[src/common/sw_pkg.sv]
package sw_pkg;

	// array size and the S group size
	localparam int PE_NUM = 8;
	localparam int PE_NUM_LOG = 4;

	localparam int BASE_W = 2;
	// eight bases low and the length in the top nibble
	localparam int T_WORD_W = 20;

	localparam int MATCH_W = 4;
	localparam int GAP_W = 8;
	localparam int SCORE_W = 12;

	localparam logic signed [SCORE_W-1:0] NEG_INF = {1'b1, {(SCORE_W-1){1'b0}}};

	// defaults with the penalties already negated
	localparam logic signed [SCORE_W-1:0] DEF_MATCH = 12'sd6;
	localparam logic signed [SCORE_W-1:0] DEF_MISMATCH = -12'sd1;
	localparam logic signed [SCORE_W-1:0] DEF_GAP_OPEN = -12'sd2;
	localparam logic signed [SCORE_W-1:0] DEF_GAP_EXT = -12'sd1;

	// link between neighbouring PEs
	typedef struct packed {
		logic [BASE_W-1:0] base;
		logic valid;
		logic last;
		logic signed [SCORE_W-1:0] h;
		logic signed [SCORE_W-1:0] f;
	} pe_link_t;

endpackage

[src/common/score_if.sv]
`timescale 1ns/100ps

interface score_if;
	import sw_pkg::*;

	logic signed [SCORE_W-1:0] match;
	logic signed [SCORE_W-1:0] mismatch;
	logic signed [SCORE_W-1:0] gap_open;
	logic signed [SCORE_W-1:0] gap_ext;
	logic [PE_NUM*BASE_W-1:0] t_bases;
	logic [PE_NUM_LOG-1:0] t_len;

	modport cfg (
		output match, mismatch, gap_open, gap_ext, t_bases, t_len
	);

	// read side stays steady through a run
	modport user (
		input match, mismatch, gap_open, gap_ext, t_bases, t_len
	);

endinterface

[src/pe_array/sw_pe.sv]
`timescale 1ns/100ps

module sw_pe (
	input  logic clk,
	input  logic rst_n,
	input  logic i_clear,
	input  logic [sw_pkg::BASE_W-1:0] i_t_base,
	input  logic signed [sw_pkg::SCORE_W-1:0] i_match,
	input  logic signed [sw_pkg::SCORE_W-1:0] i_mismatch,
	input  logic signed [sw_pkg::SCORE_W-1:0] i_gap_open,
	input  logic signed [sw_pkg::SCORE_W-1:0] i_gap_ext,
	input  sw_pkg::pe_link_t i_link,
	output sw_pkg::pe_link_t o_link,
	output logic signed [sw_pkg::SCORE_W-1:0] o_max
);
	import sw_pkg::*;

	logic signed [SCORE_W-1:0] h_prev, e_prev, diag, max_q;
	// one extra bit so NEG_INF plus a penalty cannot wrap
	logic signed [SCORE_W:0] e_open, e_ext, f_open, f_ext, diag_sum;
	logic signed [SCORE_W:0] e_new, f_new, h_new;

	always_comb begin
		e_open = h_prev + i_gap_open;
		e_ext = e_prev + i_gap_ext;
		f_open = i_link.h + i_gap_open;
		f_ext = i_link.f + i_gap_ext;
		diag_sum = diag + ((i_link.base == i_t_base) ? i_match : i_mismatch);
		e_new = (e_open > e_ext) ? e_open : e_ext;
		f_new = (f_open > f_ext) ? f_open : f_ext;
		h_new = '0;
		if (e_new > h_new)
			h_new = e_new;
		if (f_new > h_new)
			h_new = f_new;
		if (diag_sum > h_new)
			h_new = diag_sum;
	end

	always_ff @(posedge clk or negedge rst_n) begin
		if (!rst_n) begin
			h_prev <= '0;
			e_prev <= NEG_INF;
			diag <= '0;
			max_q <= '0;
			o_link <= '0;
		end else if (i_clear) begin
			h_prev <= '0;
			e_prev <= NEG_INF;
			diag <= '0;
			max_q <= '0;
			o_link <= '0;
		end else begin
			o_link.valid <= i_link.valid;
			o_link.last <= i_link.last;
			o_link.base <= i_link.base;
			if (i_link.valid) begin
				o_link.h <= h_new[SCORE_W-1:0];
				o_link.f <= f_new[SCORE_W-1:0];
				h_prev <= h_new[SCORE_W-1:0];
				e_prev <= e_new[SCORE_W-1:0];
				diag <= i_link.h;
				if (h_new > max_q)
					max_q <= h_new[SCORE_W-1:0];
			end
		end
	end

	assign o_max = max_q;

endmodule

[src/pe_array/pe_array.sv]
`timescale 1ns/100ps

module pe_array (
	input  logic clk,
	input  logic rst_n,
	input  logic i_start,
	input  sw_pkg::pe_link_t i_link,
	score_if.user sc,
	output logic [sw_pkg::SCORE_W-1:0] o_result,
	output logic o_valid,
	output logic o_done
);
	import sw_pkg::*;

	pe_link_t link [PE_NUM+1];
	logic signed [SCORE_W-1:0] max_w [PE_NUM];
	logic signed [SCORE_W-1:0] best;
	pe_link_t tail;
	logic valid_q;

	assign link[0] = i_link;

	genvar k;
	generate
		for (k = 0; k < PE_NUM; k++) begin : g_pe
			sw_pe u_pe (
				.clk(clk),
				.rst_n(rst_n),
				.i_clear(i_start),
				.i_t_base(sc.t_bases[k*BASE_W +: BASE_W]),
				.i_match(sc.match),
				.i_mismatch(sc.mismatch),
				.i_gap_open(sc.gap_open),
				.i_gap_ext(sc.gap_ext),
				.i_link(link[k]),
				.o_link(link[k+1]),
				.o_max(max_w[k])
			);
		end
	endgenerate

	// output of the last used PE
	assign tail = link[sc.t_len];

	// PEs past t_len are masked out
	always_comb begin
		best = '0;
		for (int i = 0; i < PE_NUM; i++) begin
			if (i < sc.t_len && max_w[i] > best)
				best = max_w[i];
		end
	end

	always_ff @(posedge clk or negedge rst_n) begin
		if (!rst_n) begin
			valid_q <= 1'b0;
			o_result <= '0;
		end else begin
			valid_q <= tail.valid && tail.last;
			if (tail.valid && tail.last)
				o_result <= best;
		end
	end

	assign o_valid = valid_q;
	assign o_done = valid_q;

	a_len_set: assert property (@(posedge clk) disable iff (!rst_n)
		i_link.valid |-> sc.t_len != '0);

endmodule

[src/hw/s_feeder.sv]
`timescale 1ns/100ps

module s_feeder (
	input  logic clk,
	input  logic rst_n,
	input  logic i_start,
	input  logic [sw_pkg::PE_NUM*sw_pkg::BASE_W-1:0] i_s,
	input  logic [sw_pkg::PE_NUM_LOG-1:0] i_s_valid,
	input  logic i_s_last,
	output logic o_request_s,
	output sw_pkg::pe_link_t o_link
);
	import sw_pkg::*;

	logic [PE_NUM*BASE_W-1:0] sreg;
	logic [PE_NUM_LOG-1:0] cnt;
	logic last_grp;
	logic pending;
	logic grp_in;

	assign grp_in = |i_s_valid;

	always_ff @(posedge clk or negedge rst_n) begin
		if (!rst_n) begin
			cnt <= '0;
			last_grp <= 1'b0;
			pending <= 1'b0;
			o_request_s <= 1'b0;
		end else begin
			o_request_s <= 1'b0;
			if (i_start) begin
				o_request_s <= 1'b1;
				pending <= 1'b1;
			end else if (pending && grp_in) begin
				cnt <= i_s_valid;
				last_grp <= i_s_last;
				pending <= 1'b0;
			end else if (cnt != '0) begin
				cnt <= cnt - 1'b1;
				// final base of a non-last group goes out now
				if (cnt == 1 && !last_grp) begin
					o_request_s <= 1'b1;
					pending <= 1'b1;
				end
			end
		end
	end

	// lowest base leaves first
	always_ff @(posedge clk) begin
		if (pending && grp_in)
			sreg <= i_s;
		else if (cnt != '0)
			sreg <= sreg >> BASE_W;
	end

	always_comb begin
		o_link.base = sreg[BASE_W-1:0];
		o_link.valid = (cnt != '0);
		o_link.last = last_grp && (cnt == 1);
		o_link.h = '0;
		o_link.f = NEG_INF;
	end

	a_group_expected: assert property (@(posedge clk) disable iff (!rst_n)
		grp_in |-> (cnt == '0) && pending);

endmodule

[src/hw/sw_align_top.sv]
`timescale 1ns/100ps

module sw_align_top (
	input  logic clk,
	input  logic rst_n,
	input  logic i_set_t,
	input  logic [sw_pkg::T_WORD_W-1:0] i_t,
	input  logic i_start_cal,
	input  logic [sw_pkg::PE_NUM*sw_pkg::BASE_W-1:0] i_s,
	input  logic [sw_pkg::PE_NUM_LOG-1:0] i_s_valid,
	input  logic i_s_last,
	input  logic [sw_pkg::MATCH_W-1:0] i_match,
	input  logic [sw_pkg::MATCH_W-1:0] i_mismatch,
	input  logic [sw_pkg::GAP_W-1:0] i_gap_open,
	input  logic [sw_pkg::GAP_W-1:0] i_gap_ext,
	input  logic i_param_valid,
	output logic o_busy,
	output logic o_request_s,
	output logic [sw_pkg::SCORE_W-1:0] o_result,
	output logic o_valid
);
	import sw_pkg::*;

	typedef enum logic [1:0] {IDLE, SETT, CALC, RESET} state_t;

	state_t state, n_state;

	// input stage
	logic set_t_r, start_cal_r, s_last_r, param_valid_r;
	logic [PE_NUM_LOG-1:0] s_valid_r;
	logic [T_WORD_W-1:0] t_r;
	logic [PE_NUM*BASE_W-1:0] s_r;
	logic [MATCH_W-1:0] match_r, mismatch_r;
	logic [GAP_W-1:0] gap_open_r, gap_ext_r;

	logic signed [SCORE_W-1:0] match_p, mismatch_p, gap_open_p, gap_ext_p;
	logic [PE_NUM*BASE_W-1:0] t_bases;
	logic [PE_NUM_LOG-1:0] t_len;

	logic start_cal, arr_clear, arr_done;
	pe_link_t feed_link;

	score_if u_sc ();

	always_ff @(posedge clk or negedge rst_n) begin
		if (!rst_n) begin
			set_t_r <= 1'b0;
			start_cal_r <= 1'b0;
			s_valid_r <= '0;
			s_last_r <= 1'b0;
			param_valid_r <= 1'b0;
		end else begin
			set_t_r <= i_set_t;
			start_cal_r <= i_start_cal;
			s_valid_r <= i_s_valid;
			s_last_r <= i_s_last;
			param_valid_r <= i_param_valid;
		end
	end

	always_ff @(posedge clk) begin
		t_r <= i_t;
		s_r <= i_s;
		match_r <= i_match;
		mismatch_r <= i_mismatch;
		gap_open_r <= i_gap_open;
		gap_ext_r <= i_gap_ext;
	end

	always_comb begin
		n_state = state;
		case (state)
			IDLE: begin
				if (set_t_r)
					n_state = SETT;
				else if (start_cal_r && t_len != '0)
					n_state = CALC;
			end
			SETT: n_state = IDLE;
			CALC: begin
				if (arr_done)
					n_state = RESET;
			end
			RESET: n_state = IDLE;
			default: n_state = IDLE;
		endcase
	end

	always_ff @(posedge clk or negedge rst_n) begin
		if (!rst_n) begin
			state <= IDLE;
			o_busy <= 1'b0;
			start_cal <= 1'b0;
			t_bases <= '0;
			t_len <= '0;
		end else begin
			state <= n_state;
			o_busy <= (n_state == SETT) || (n_state == CALC);
			start_cal <= (state == IDLE) && (n_state == CALC);
			if (state == IDLE && set_t_r) begin
				t_bases <= t_r[PE_NUM*BASE_W-1:0];
				t_len <= t_r[T_WORD_W-1 -: PE_NUM_LOG];
			end
		end
	end

	// magnitudes in, negated penalties out
	always_ff @(posedge clk or negedge rst_n) begin
		if (!rst_n) begin
			match_p <= DEF_MATCH;
			mismatch_p <= DEF_MISMATCH;
			gap_open_p <= DEF_GAP_OPEN;
			gap_ext_p <= DEF_GAP_EXT;
		end else if (param_valid_r && state != CALC) begin
			match_p <= $signed({{(SCORE_W-MATCH_W){1'b0}}, match_r});
			mismatch_p <= -$signed({{(SCORE_W-MATCH_W){1'b0}}, mismatch_r});
			gap_open_p <= -$signed({{(SCORE_W-GAP_W){1'b0}}, gap_open_r});
			gap_ext_p <= -$signed({{(SCORE_W-GAP_W){1'b0}}, gap_ext_r});
		end
	end

	assign u_sc.match = match_p;
	assign u_sc.mismatch = mismatch_p;
	assign u_sc.gap_open = gap_open_p;
	assign u_sc.gap_ext = gap_ext_p;
	assign u_sc.t_bases = t_bases;
	assign u_sc.t_len = t_len;

	// maximums cleared at run start and again in RESET
	assign arr_clear = start_cal | (state == RESET);

	s_feeder u_feeder (
		.clk(clk),
		.rst_n(rst_n),
		.i_start(start_cal),
		.i_s(s_r),
		.i_s_valid(s_valid_r),
		.i_s_last(s_last_r),
		.o_request_s(o_request_s),
		.o_link(feed_link)
	);

	pe_array u_array (
		.clk(clk),
		.rst_n(rst_n),
		.i_start(arr_clear),
		.i_link(feed_link),
		.sc(u_sc),
		.o_result(o_result),
		.o_valid(o_valid),
		.o_done(arr_done)
	);

	a_valid_in_calc: assert property (@(posedge clk) disable iff (!rst_n)
		o_valid |-> state == CALC);

endmodule

[config.mk]
export PLATFORM = sky130hd
export DESIGN_NAME = sw_align_top
export DESIGN_NICKNAME = d
export VERILOG_FILES = /design/src/common/sw_pkg.sv /design/src/common/score_if.sv /design/src/pe_array/sw_pe.sv /design/src/pe_array/pe_array.sv /design/src/hw/s_feeder.sv /design/src/hw/sw_align_top.sv
export SDC_FILE = /design/constraint.sdc
export NUM_CORES = 2
export LEC_CHECK = 0
export ABC_AREA = 1
export CAP_MARGIN = 10
export CORE_MARGIN = 10
export CORE_UTILIZATION = 39
export DETAILED_ROUTE_END_ITERATION = 8
export DONT_BUFFER_PORTS = 1
export PLACE_DENSITY = 0.51
export SETUP_SLACK_MARGIN = 0.3
export SLEW_MARGIN = 15
export SYNTH_ARGS = -nofsm -noshare
export SYNTH_HDL_FRONTEND = slang
export SYNTH_SLANG_ARGS = --single-unit
[constraint.sdc]
create_clock -name clk -period 12.2 [get_ports clk]
set_clock_uncertainty 0.2 [all_clocks]
set_input_delay 0.61 -clock clk [delete_from_list [all_inputs] [get_ports clk]]
set_output_delay 0.61 -clock clk [all_outputs]
set_load 0.005 [all_outputs]
==> Yosys cells after proc, flatten, opt, wreduce, memory -nomap -nowiden <==
Cells that the tools add are included.
{ "totals": {"reg_bits": 776, "latchBits": 0, "ram_bits": 0, "romBits": 0, "input_bits": 70, "out_inout_bits": 15, "elab_cells": 441, "memories": 0} }
{ "op_classes": {"n_addsub": 43, "mul": 0, "div": 0, "order_cmp": 65, "n_eq_ne": 15, "shift": 0, "muxes": 163, "bitwise_logic": 3, "reduce_logical": 53} }
{ "op_table": {"columns": ["operator", "count"], "rows": [
  ["$mux 12", 80],
  ["$mux 13", 48],
  ["$gt 13x13->1", 31],
  ["$add 12x12->13", 30],
  ["$mux 28", 8],
  ["$mux 24", 8],
  ["$bmux 28 s4", 1],
  ["$add 12x13->13", 8],
  ["$gt 13x1->1 const B", 8],
  ["$gt 13x12->1", 8],
  ["$gt 12x12->1", 7],
  ["$mux 26", 2],
  ["$reduce_bool 2->1", 17],
  ["$mux 16", 2],
  ["$neg 8->12", 2],
  ["$reduce_and 2->1", 11],
  ["$eq 2x2->1", 8],
  ["$logic_and 1x1->1", 16],
  ["$lt 3x4->1 const A", 4],
  ["$add 12x12->13 const A", 1],
  ["$gt 12x13->1", 1],
  ["$gt 12x1->1 const B", 1],
  ["$neg 4->12", 1],
  ["$lt 1x4->1 const A", 2],
  ["other kinds (21)", 37]
]} }

==> Longest topological paths before layout <==
{ "depth": {"word_depth": 24, "depth_mapped": 106, "ltp_nobuf": 99} }

==> By module <==
A second synthesis with hierarchy kept.
{ "hier_totals": {"cells_unflattened": 10078, "area_unflattened_um2": 72665.9} }
{ "by_module_without_submodules": {"columns": ["mod", "instances", "cells_per_inst", "area_per_inst_um2", "seq_area_each_um2"], "rows": [
  ["sw_pe at u_array.g_pe[5].u_pe ...", 3, 1089, 7856.3, 1602.8],
  ["sw_pe at u_array.g_pe[3].u_pe ...", 2, 1096, 7920.1, 1602.8],
  ["sw_pe at u_array.g_pe[1].u_pe", 1, 1127, 7915.1, 1602.8],
  ["sw_pe at u_array.g_pe[2].u_pe", 1, 1119, 7882.6, 1602.8],
  ["sw_pe at u_array.g_pe[0].u_pe", 1, 1091, 7737.4, 1602.8],
  ["pe_array", 1, 744, 4305.4, 325.3],
  ["sw_align_top", 1, 375, 4031.4, 2917.8],
  ["s_feeder", 1, 163, 1385.1, 655.6]
]} }

==> Worst setup path before layout <==
No wires, ideal clock.
{ "synth_path": {"path_kind": "reg2reg", "startpoint": "register t_len[3]", "endpoint": "register u_array.o_result[10] (netlist bit)", "setup_time_ps": 65, "arrival_time_ps": 11067, "t_required_ps": 11935, "slack_ps": 867, "path_stages_with_launch": 100, "n_path_buf": 7, "synth_period_minus_slack_ps": 11333, "cell_sequence": "dfrtp_1 -> nor2_2 -> inv_2 -> nor2_1 -> nor2_1 -> nand2_1 -> inv_2 -> nand2_1 -> ha_1 -> nand2_1 -> clkinv_1 -> nand2_1 -> inv_1 -> nand2_1 -> nand3_1 -> nand2_2 -> nand3_2 -> buf_6 -> [... 64 more ...] -> nand3_2 -> buf_4 -> nand4_1 -> and2_1 -> ha_1 -> nand2_1 -> inv_1 -> a221oi_1 -> o221a_2 -> o21ai_0 -> nand2_1 -> nand2_1 -> a21oi_1 -> nor2_1 -> dlygate4sd1_1 -> a21oi_1 -> nand2_1 -> nand2_1"} }
{ "synth_between": {"elab_chain_len": 24, "elab_cells_between_ends": 36, "cone_classes": "order compare: 15; mux: 11; bitwise: 1; reduce/logical: 9"} }
{ "synth_lines": {"columns": ["element", "line", "source"], "rows": [
  ["start: declaration", "sw_align_top.sv:38", "logic [PE_NUM_LOG-1:0] t_len;"],
  ["start signal: assignment", "sw_align_top.sv:102", "t_len <= t_r[T_WORD_W-1 -: PE_NUM_LOG];"],
  ["$lt 1x4->1", "pe_array.sv:49", "if (i < sc.t_len && max_w[i] > best)"],
  ["$logic_and 1x1->1", "pe_array.sv:49", null],
  ["$mux 12", "pe_array.sv:49", null],
  ["$gt 12x12->1", "pe_array.sv:49", null],
  ["$logic_and 1x1->1", "pe_array.sv:49", null],
  ["$mux 12", "pe_array.sv:49", null],
  ["$gt 12x12->1", "pe_array.sv:49", null],
  ["$logic_and 1x1->1", "pe_array.sv:49", null],
  ["[... 8 more ...]", null, null],
  ["$logic_and 1x1->1", "pe_array.sv:49", null],
  ["$mux 12", "pe_array.sv:49", null],
  ["$gt 12x12->1", "pe_array.sv:49", null],
  ["$logic_and 1x1->1", "pe_array.sv:49", null],
  ["$mux 12", "pe_array.sv:49", null],
  ["$gt 12x12->1", "pe_array.sv:49", null],
  ["$logic_and 1x1->1", "pe_array.sv:49", null],
  ["$mux 12", "pe_array.sv:49", null],
  ["end signal: assignment", "pe_array.sv:61", "o_result <= best;"],
  ["end: declaration", "pe_array.sv:9", "output logic [sw_pkg::SCORE_W-1:0] o_result,"]
]} }
Parallel ways exist; a longest one is shown, timed or not. The select of a mux whose other input is x is not followed.
A chain may end at the register's enable or synchronous reset.

==> Worst setup path after layout <==
{ "layout_path": {"startpoint": "register u_array.g_pe[0].u_pe.max_q[10]", "endpoint": "register u_array.o_result[3] (netlist bit)"} }
{ "layout_between": {"elab_chain_len": 24} }
{ "layout_lines": {"columns": ["element", "line", "source"], "rows": [
  ["start: declaration", "sw_pe.sv:18", "logic signed [SCORE_W-1:0] h_prev, e_prev, diag, max_q;"],
  ["start signal: assignment", "sw_pe.sv:64", "max_q <= h_new[SCORE_W-1:0];"],
  ["$gt 12x1->1", "pe_array.sv:49", null],
  ["$logic_and 1x1->1", "pe_array.sv:49", null],
  ["$mux 12 *", "pe_array.sv:49", null],
  ["$gt 12x12->1", "pe_array.sv:49", null],
  ["$logic_and 1x1->1", "pe_array.sv:49", null],
  ["$mux 12 *", "pe_array.sv:49", null],
  ["$gt 12x12->1", "pe_array.sv:49", null],
  ["$logic_and 1x1->1", "pe_array.sv:49", null],
  ["[... 8 more ...]", null, null],
  ["$logic_and 1x1->1", "pe_array.sv:49", null],
  ["$mux 12 *", "pe_array.sv:49", null],
  ["$gt 12x12->1", "pe_array.sv:49", null],
  ["$logic_and 1x1->1", "pe_array.sv:49", null],
  ["$mux 12 *", "pe_array.sv:49", null],
  ["$gt 12x12->1", "pe_array.sv:49", null],
  ["$logic_and 1x1->1", "pe_array.sv:49", null],
  ["$mux 12 *", "pe_array.sv:49", null]
]} }
Every way passes the cells marked *; elsewhere a longest branch is shown, timed or not.

==> metrics.txt <==
# TYPE chip_impl_metric gauge
chip_impl_info{name="status",value="complete, no violations"} 1
chip_impl_metric{name="placed_cells_incl_taps",unit=""} 9485
chip_impl_info{name="synth_top_cells_by_area",value="dfrtp_1 (23%), ha_1 (21%), nand2_1 (10%), o21ai_0 (7.7%), inv_1 (5.5%)"} 1
chip_impl_metric{name="synthDistinctLibCells",unit=""} 64
chip_impl_metric{name="post_route_cells_drive_above_1_share",unit="%"} 13.5
chip_impl_info{name="grt_setup_unrepaired",value="yes"} 1
chip_impl_metric{name="grt_max_degree",unit=""} 574
chip_impl_metric{name="asyncSetResetFlopFracSynth",unit="%"} 88.3
chip_impl_info{name="synth_flop_cell",value="dfrtp_1"} 1
chip_impl_metric{name="tritoncts.num_buffers",unit=""} 86
chip_impl_metric{name="drv_slew",unit=""} 0
chip_impl_info{name="clock-root-buffer",value="clkbuf_16"} 1
chip_impl_metric{name="synth_simple_gate_area_share",unit="%"} 18.0
chip_impl_metric{name="synth_top_area_share",unit="%"} 23.4
chip_impl_metric{name="gp_routability_congestion",unit=""} 0.917
chip_impl_metric{name="finalWorstSetupSlack",unit="ps"} 546
chip_impl_metric{name="drv_cap",unit=""} 0
chip_impl_metric{name="seqCellArea",unit="um2"} 16100
chip_impl_metric{name="timing.fmax",unit="MHz"} 85.8
chip_impl_info{name="timing.rr.end",value="u_array.o_result[3]"} 1
chip_impl_metric{name="period_needed",unit="ps"} 11650
chip_impl_metric{name="multi_input_area",unit="um2"} 38300
chip_impl_metric{name="num-fill-cells",unit=""} 14451
chip_impl_info{name="hold_path.class",value="input port to register"} 1
chip_impl_metric{name="gr-usage-all-layers",unit="%"} 24.8
chip_impl_metric{name="antenna_found_initial",unit=""} 11
chip_impl_metric{name="num_io_pins",unit=""} 85
chip_impl_info{name="synth_top_family_by_area",value="adder cells"} 1
chip_impl_metric{name="drc",unit=""} 0
chip_impl_metric{name="clk_transition_reported_paths",unit="ps"} 70
chip_impl_metric{name="vias_in_the_first_global_route",unit=""} 50578
chip_impl_metric{name="synth.ff_latch_count",unit=""} 649
chip_impl_info{name="area_leader_netlist",value="dfrtp_1"} 1
chip_impl_metric{name="wl_per_cell",unit="um"} 21.2
chip_impl_metric{name="critical_path.max_fanout",unit=""} 18
chip_impl_metric{name="syn_avg_cell_area",unit="um2"} 7.76
chip_impl_info{name="critical-path-slowest-cell",value="dfrtp_1"} 1
chip_impl_info{name="synth_most_common_cell",value="nand2_1"} 1
chip_impl_metric{name="post_synthesis_mux_area_share",unit="%"} 0.335
chip_impl_metric{name="final_hold_viol_count",unit=""} 0
chip_impl_metric{name="clk_latency",unit="ps"} 740
chip_impl_metric{name="yosysWarnings",unit=""} 0
chip_impl_metric{name="vias",unit=""} 52788
chip_impl_metric{name="worst_slew_pin_slew",unit="ps"} 1050
chip_impl_metric{name="port_buffers",unit=""} 0
chip_impl_metric{name="r2r_depth",unit=""} 92
chip_impl_metric{name="cts.sinks",unit=""} 649
chip_impl_metric{name="crit_required",unit="ps"} 12610
chip_impl_metric{name="die_h",unit="um"} 403
chip_impl_metric{name="cp.arrival",unit="ps"} 12060
chip_impl_metric{name="cts.htree.levels",unit=""} 3
chip_impl_metric{name="adder_cell_area_share_of_the_yosys_netlist",unit="%"} 21.9
chip_impl_metric{name="syn_inst",unit=""} 7359
chip_impl_info{name="timing.critical_path.from",value="u_array.g_pe[0].u_pe.o_max[10]"} 1
chip_impl_metric{name="diodes",unit=""} 0
chip_impl_metric{name="antenna_violating_nets_post_route",unit=""} 0
chip_impl_metric{name="critPathMaxStageDelay",unit="ps"} 420
chip_impl_metric{name="fin_nets",unit=""} 8885
chip_impl_metric{name="fp-row-count",unit=""} 140
chip_impl_metric{name="synth_edf_count",unit=""} 16
chip_impl_metric{name="dp_hpwl",unit="um"} 163000
chip_impl_info{name="cts_tree",value="yes"} 1
chip_impl_metric{name="compound_gate_portion_of_the_synthesized_area",unit="%"} 19.3
chip_impl_metric{name="avgViaCountPerCell",unit=""} 5.37
chip_impl_metric{name="clock_path_buffers",unit=""} 3
chip_impl_metric{name="drtPass1Iterations",unit=""} 6
chip_impl_metric{name="synthXorXnorAreaFrac",unit="%"} 5.11
chip_impl_metric{name="final.hold.worst_slack",unit="ps"} 210
chip_impl_metric{name="worst-r2r-setup-slack",unit="ps"} 550
chip_impl_metric{name="dieWidth",unit="um"} 403
chip_impl_info{name="worst_setup_path_start_kind",value="register"} 1
chip_impl_metric{name="grt_overflow",unit=""} 0
chip_impl_metric{name="floorplan.die_area",unit="um2"} 162000
chip_impl_metric{name="core",unit="um2"} 146000
chip_impl_metric{name="dr.first_iter.drc_count",unit=""} 4101
chip_impl_info{name="end_kind",value="register"} 1
chip_impl_info{name="cp_common_cell",value="nand2_2"} 1
chip_impl_metric{name="setup-violations-final",unit=""} 0
chip_impl_metric{name="grt_first_pass_wirelength",unit="um"} 311000
chip_impl_metric{name="final.period_utilization",unit="%"} 95.5
chip_impl_info{name="synth_common_cells",value="nand2_1 (1528), ha_1 (953), o21ai_0 (881)"} 1
chip_impl_metric{name="area_growth_syn_to_layout",unit="%"} 19.0
chip_impl_metric{name="post_synth_instance_area",unit="um2"} 57100
chip_impl_info{name="reg_to_reg_startpoint",value="u_array.g_pe[0].u_pe.o_max[10]"} 1
chip_impl_info{name="critPathKind",value="register to register"} 1
chip_impl_metric{name="yosysSeqAreaShare",unit="%"} 28.1
chip_impl_metric{name="relSlewSlack",unit="%"} 30.1
chip_impl_metric{name="pre_cts_slack",unit="ps"} -273
chip_impl_metric{name="floorplan.initialDensity",unit="%"} 39.2
chip_impl_metric{name="detail_route.wirelength",unit="um"} 208000
chip_impl_metric{name="layoutNonFillerInstCount",unit=""} 9822
chip_impl_info{name="worst_setup_path_endpoint",value="u_array.o_result[3]"} 1
[area by class of cell]
cell class	count	share of cell area (%)
Clock buffer	110	3.48
Tap cell	1917	3.53
Timing Repair Buffer	554	6.99
Timing Repair inverter	9	0.0976
Inverter	874	4.93
Sequential cell	649	23.7
Clock inverter	51	0.939
Multi-Input combinational cell	5658	56.3
[through the flow]
step	setup TNS, ps	area (um2)	utilization, %
global route	-3110	68000	46.7
global placement	-107	61900	42.5
finish	0	68000	46.7
detailed placement	-3000	61900	42.5
floorplan	0	57100	-
CTS	0	65600	45.1
[critical path, delay by kind of cell, from the launching register on]
kind | cells | cell delay, ps
flops | 1 | 420
fa+ha+maj | 7 | 1840
simple gates | 52 | 5080
compound gates | 14 | 1910
buf+inv | 19 | 2010
[cells in the final DEF (no fill, tap or decap), types with 46 or more instances in the layout]
cell type	netlist	routed
dfrtp_1	533	529
nand3_1	153	138
nor3_1	48	46
dlygate4sd3_1	1	69
nand2_2	23	63
o21ai_1	0	82
a21oi_1	510	493
xor2_1	235	232
nor2_1	359	332
nand2_1	1528	1475
buf_4	4	438
xnor2_1	98	98
o21ai_0	881	752
clkbuf_16	0	89
inv_1	843	819
ha_1	953	924
a22o_1	183	183
dfxtp_1	60	60
or2_2	46	46
nand4_1	141	141
o21bai_1	120	119
[registers in the layout, indices dropped and copies added (netlist names), 7 cells and up]
name and flops:
gap_open_r 8, u_array.g_pe.u_pe.o_link 210, gap_ext_p 12, gap_open_p 12, t_r 20, u_array.g_pe.u_pe.diag 84, t_bases 16, gap_ext_r 8
s_r 16, u_array.o_result 12, u_feeder.sreg 16, u_array.g_pe.u_pe.o_max 96, u_array.g_pe.u_pe.e_prev 96, mismatch_p 7
[worst min path at each step]
stage	from	to	slack (ps)	cells after the start
2_1_floorplan	rst_n	gap_open_p[0]	110	0
3_3_place_gp	match_r[2]	match_p[2]	220	2
3_5_place_dp	match_r[2]	match_p[2]	220	2
4_1_cts	rst_n	u_array.g_pe[4].u_pe.e_prev[4]	-530	0
5_1_grt	i_gap_ext[0]	gap_ext_r[0]	170	1
6_report	i_gap_ext[1]	gap_ext_r[1]	210	1
[per-layer routing]
| layer | global-route usage, % | up-vias | routed length (um) |
|---|---|---|---|
| li1 | - | 26222 | - |
| met1 | 34.5 | 25068 | 97300 |
| met2 | 40.6 | 1216 | 94800 |
| met3 | 2.14 | 282 | 9080 |
| met4 | 7.46 | 0 | 7240 |
| met5 | 0 | - | 0 |
[kinds of logic (layout without fill, tap and decap cells)]
kind of cell	count (synthesis)	count (layout)
AND/OR/NAND/NOR	2415	2417
AO/OA/AOI/OAI	1899	1899
buffers and inverters	1062	1598
adder cells (fa/ha/maj)	983	983
flip-flops	649	649
XOR/XNOR	333	333
multiplexers	17	17
other	1	9
[timing repair]
item | 4_1_cts | 5_1_grt
gates resized for setup | 25 | 434
cloned | 0 | 18
hold buffers | 68 | 2
hold endpoints to repair | 613 | 373
pin swaps | 1 | 157
setup endpoints to repair | 12 | 108
setup buffers | 1 | 84
Power is left out: the tool's default activity adds up to more than one toggle a clock period on the data nets, which glitch-free logic cannot reach.
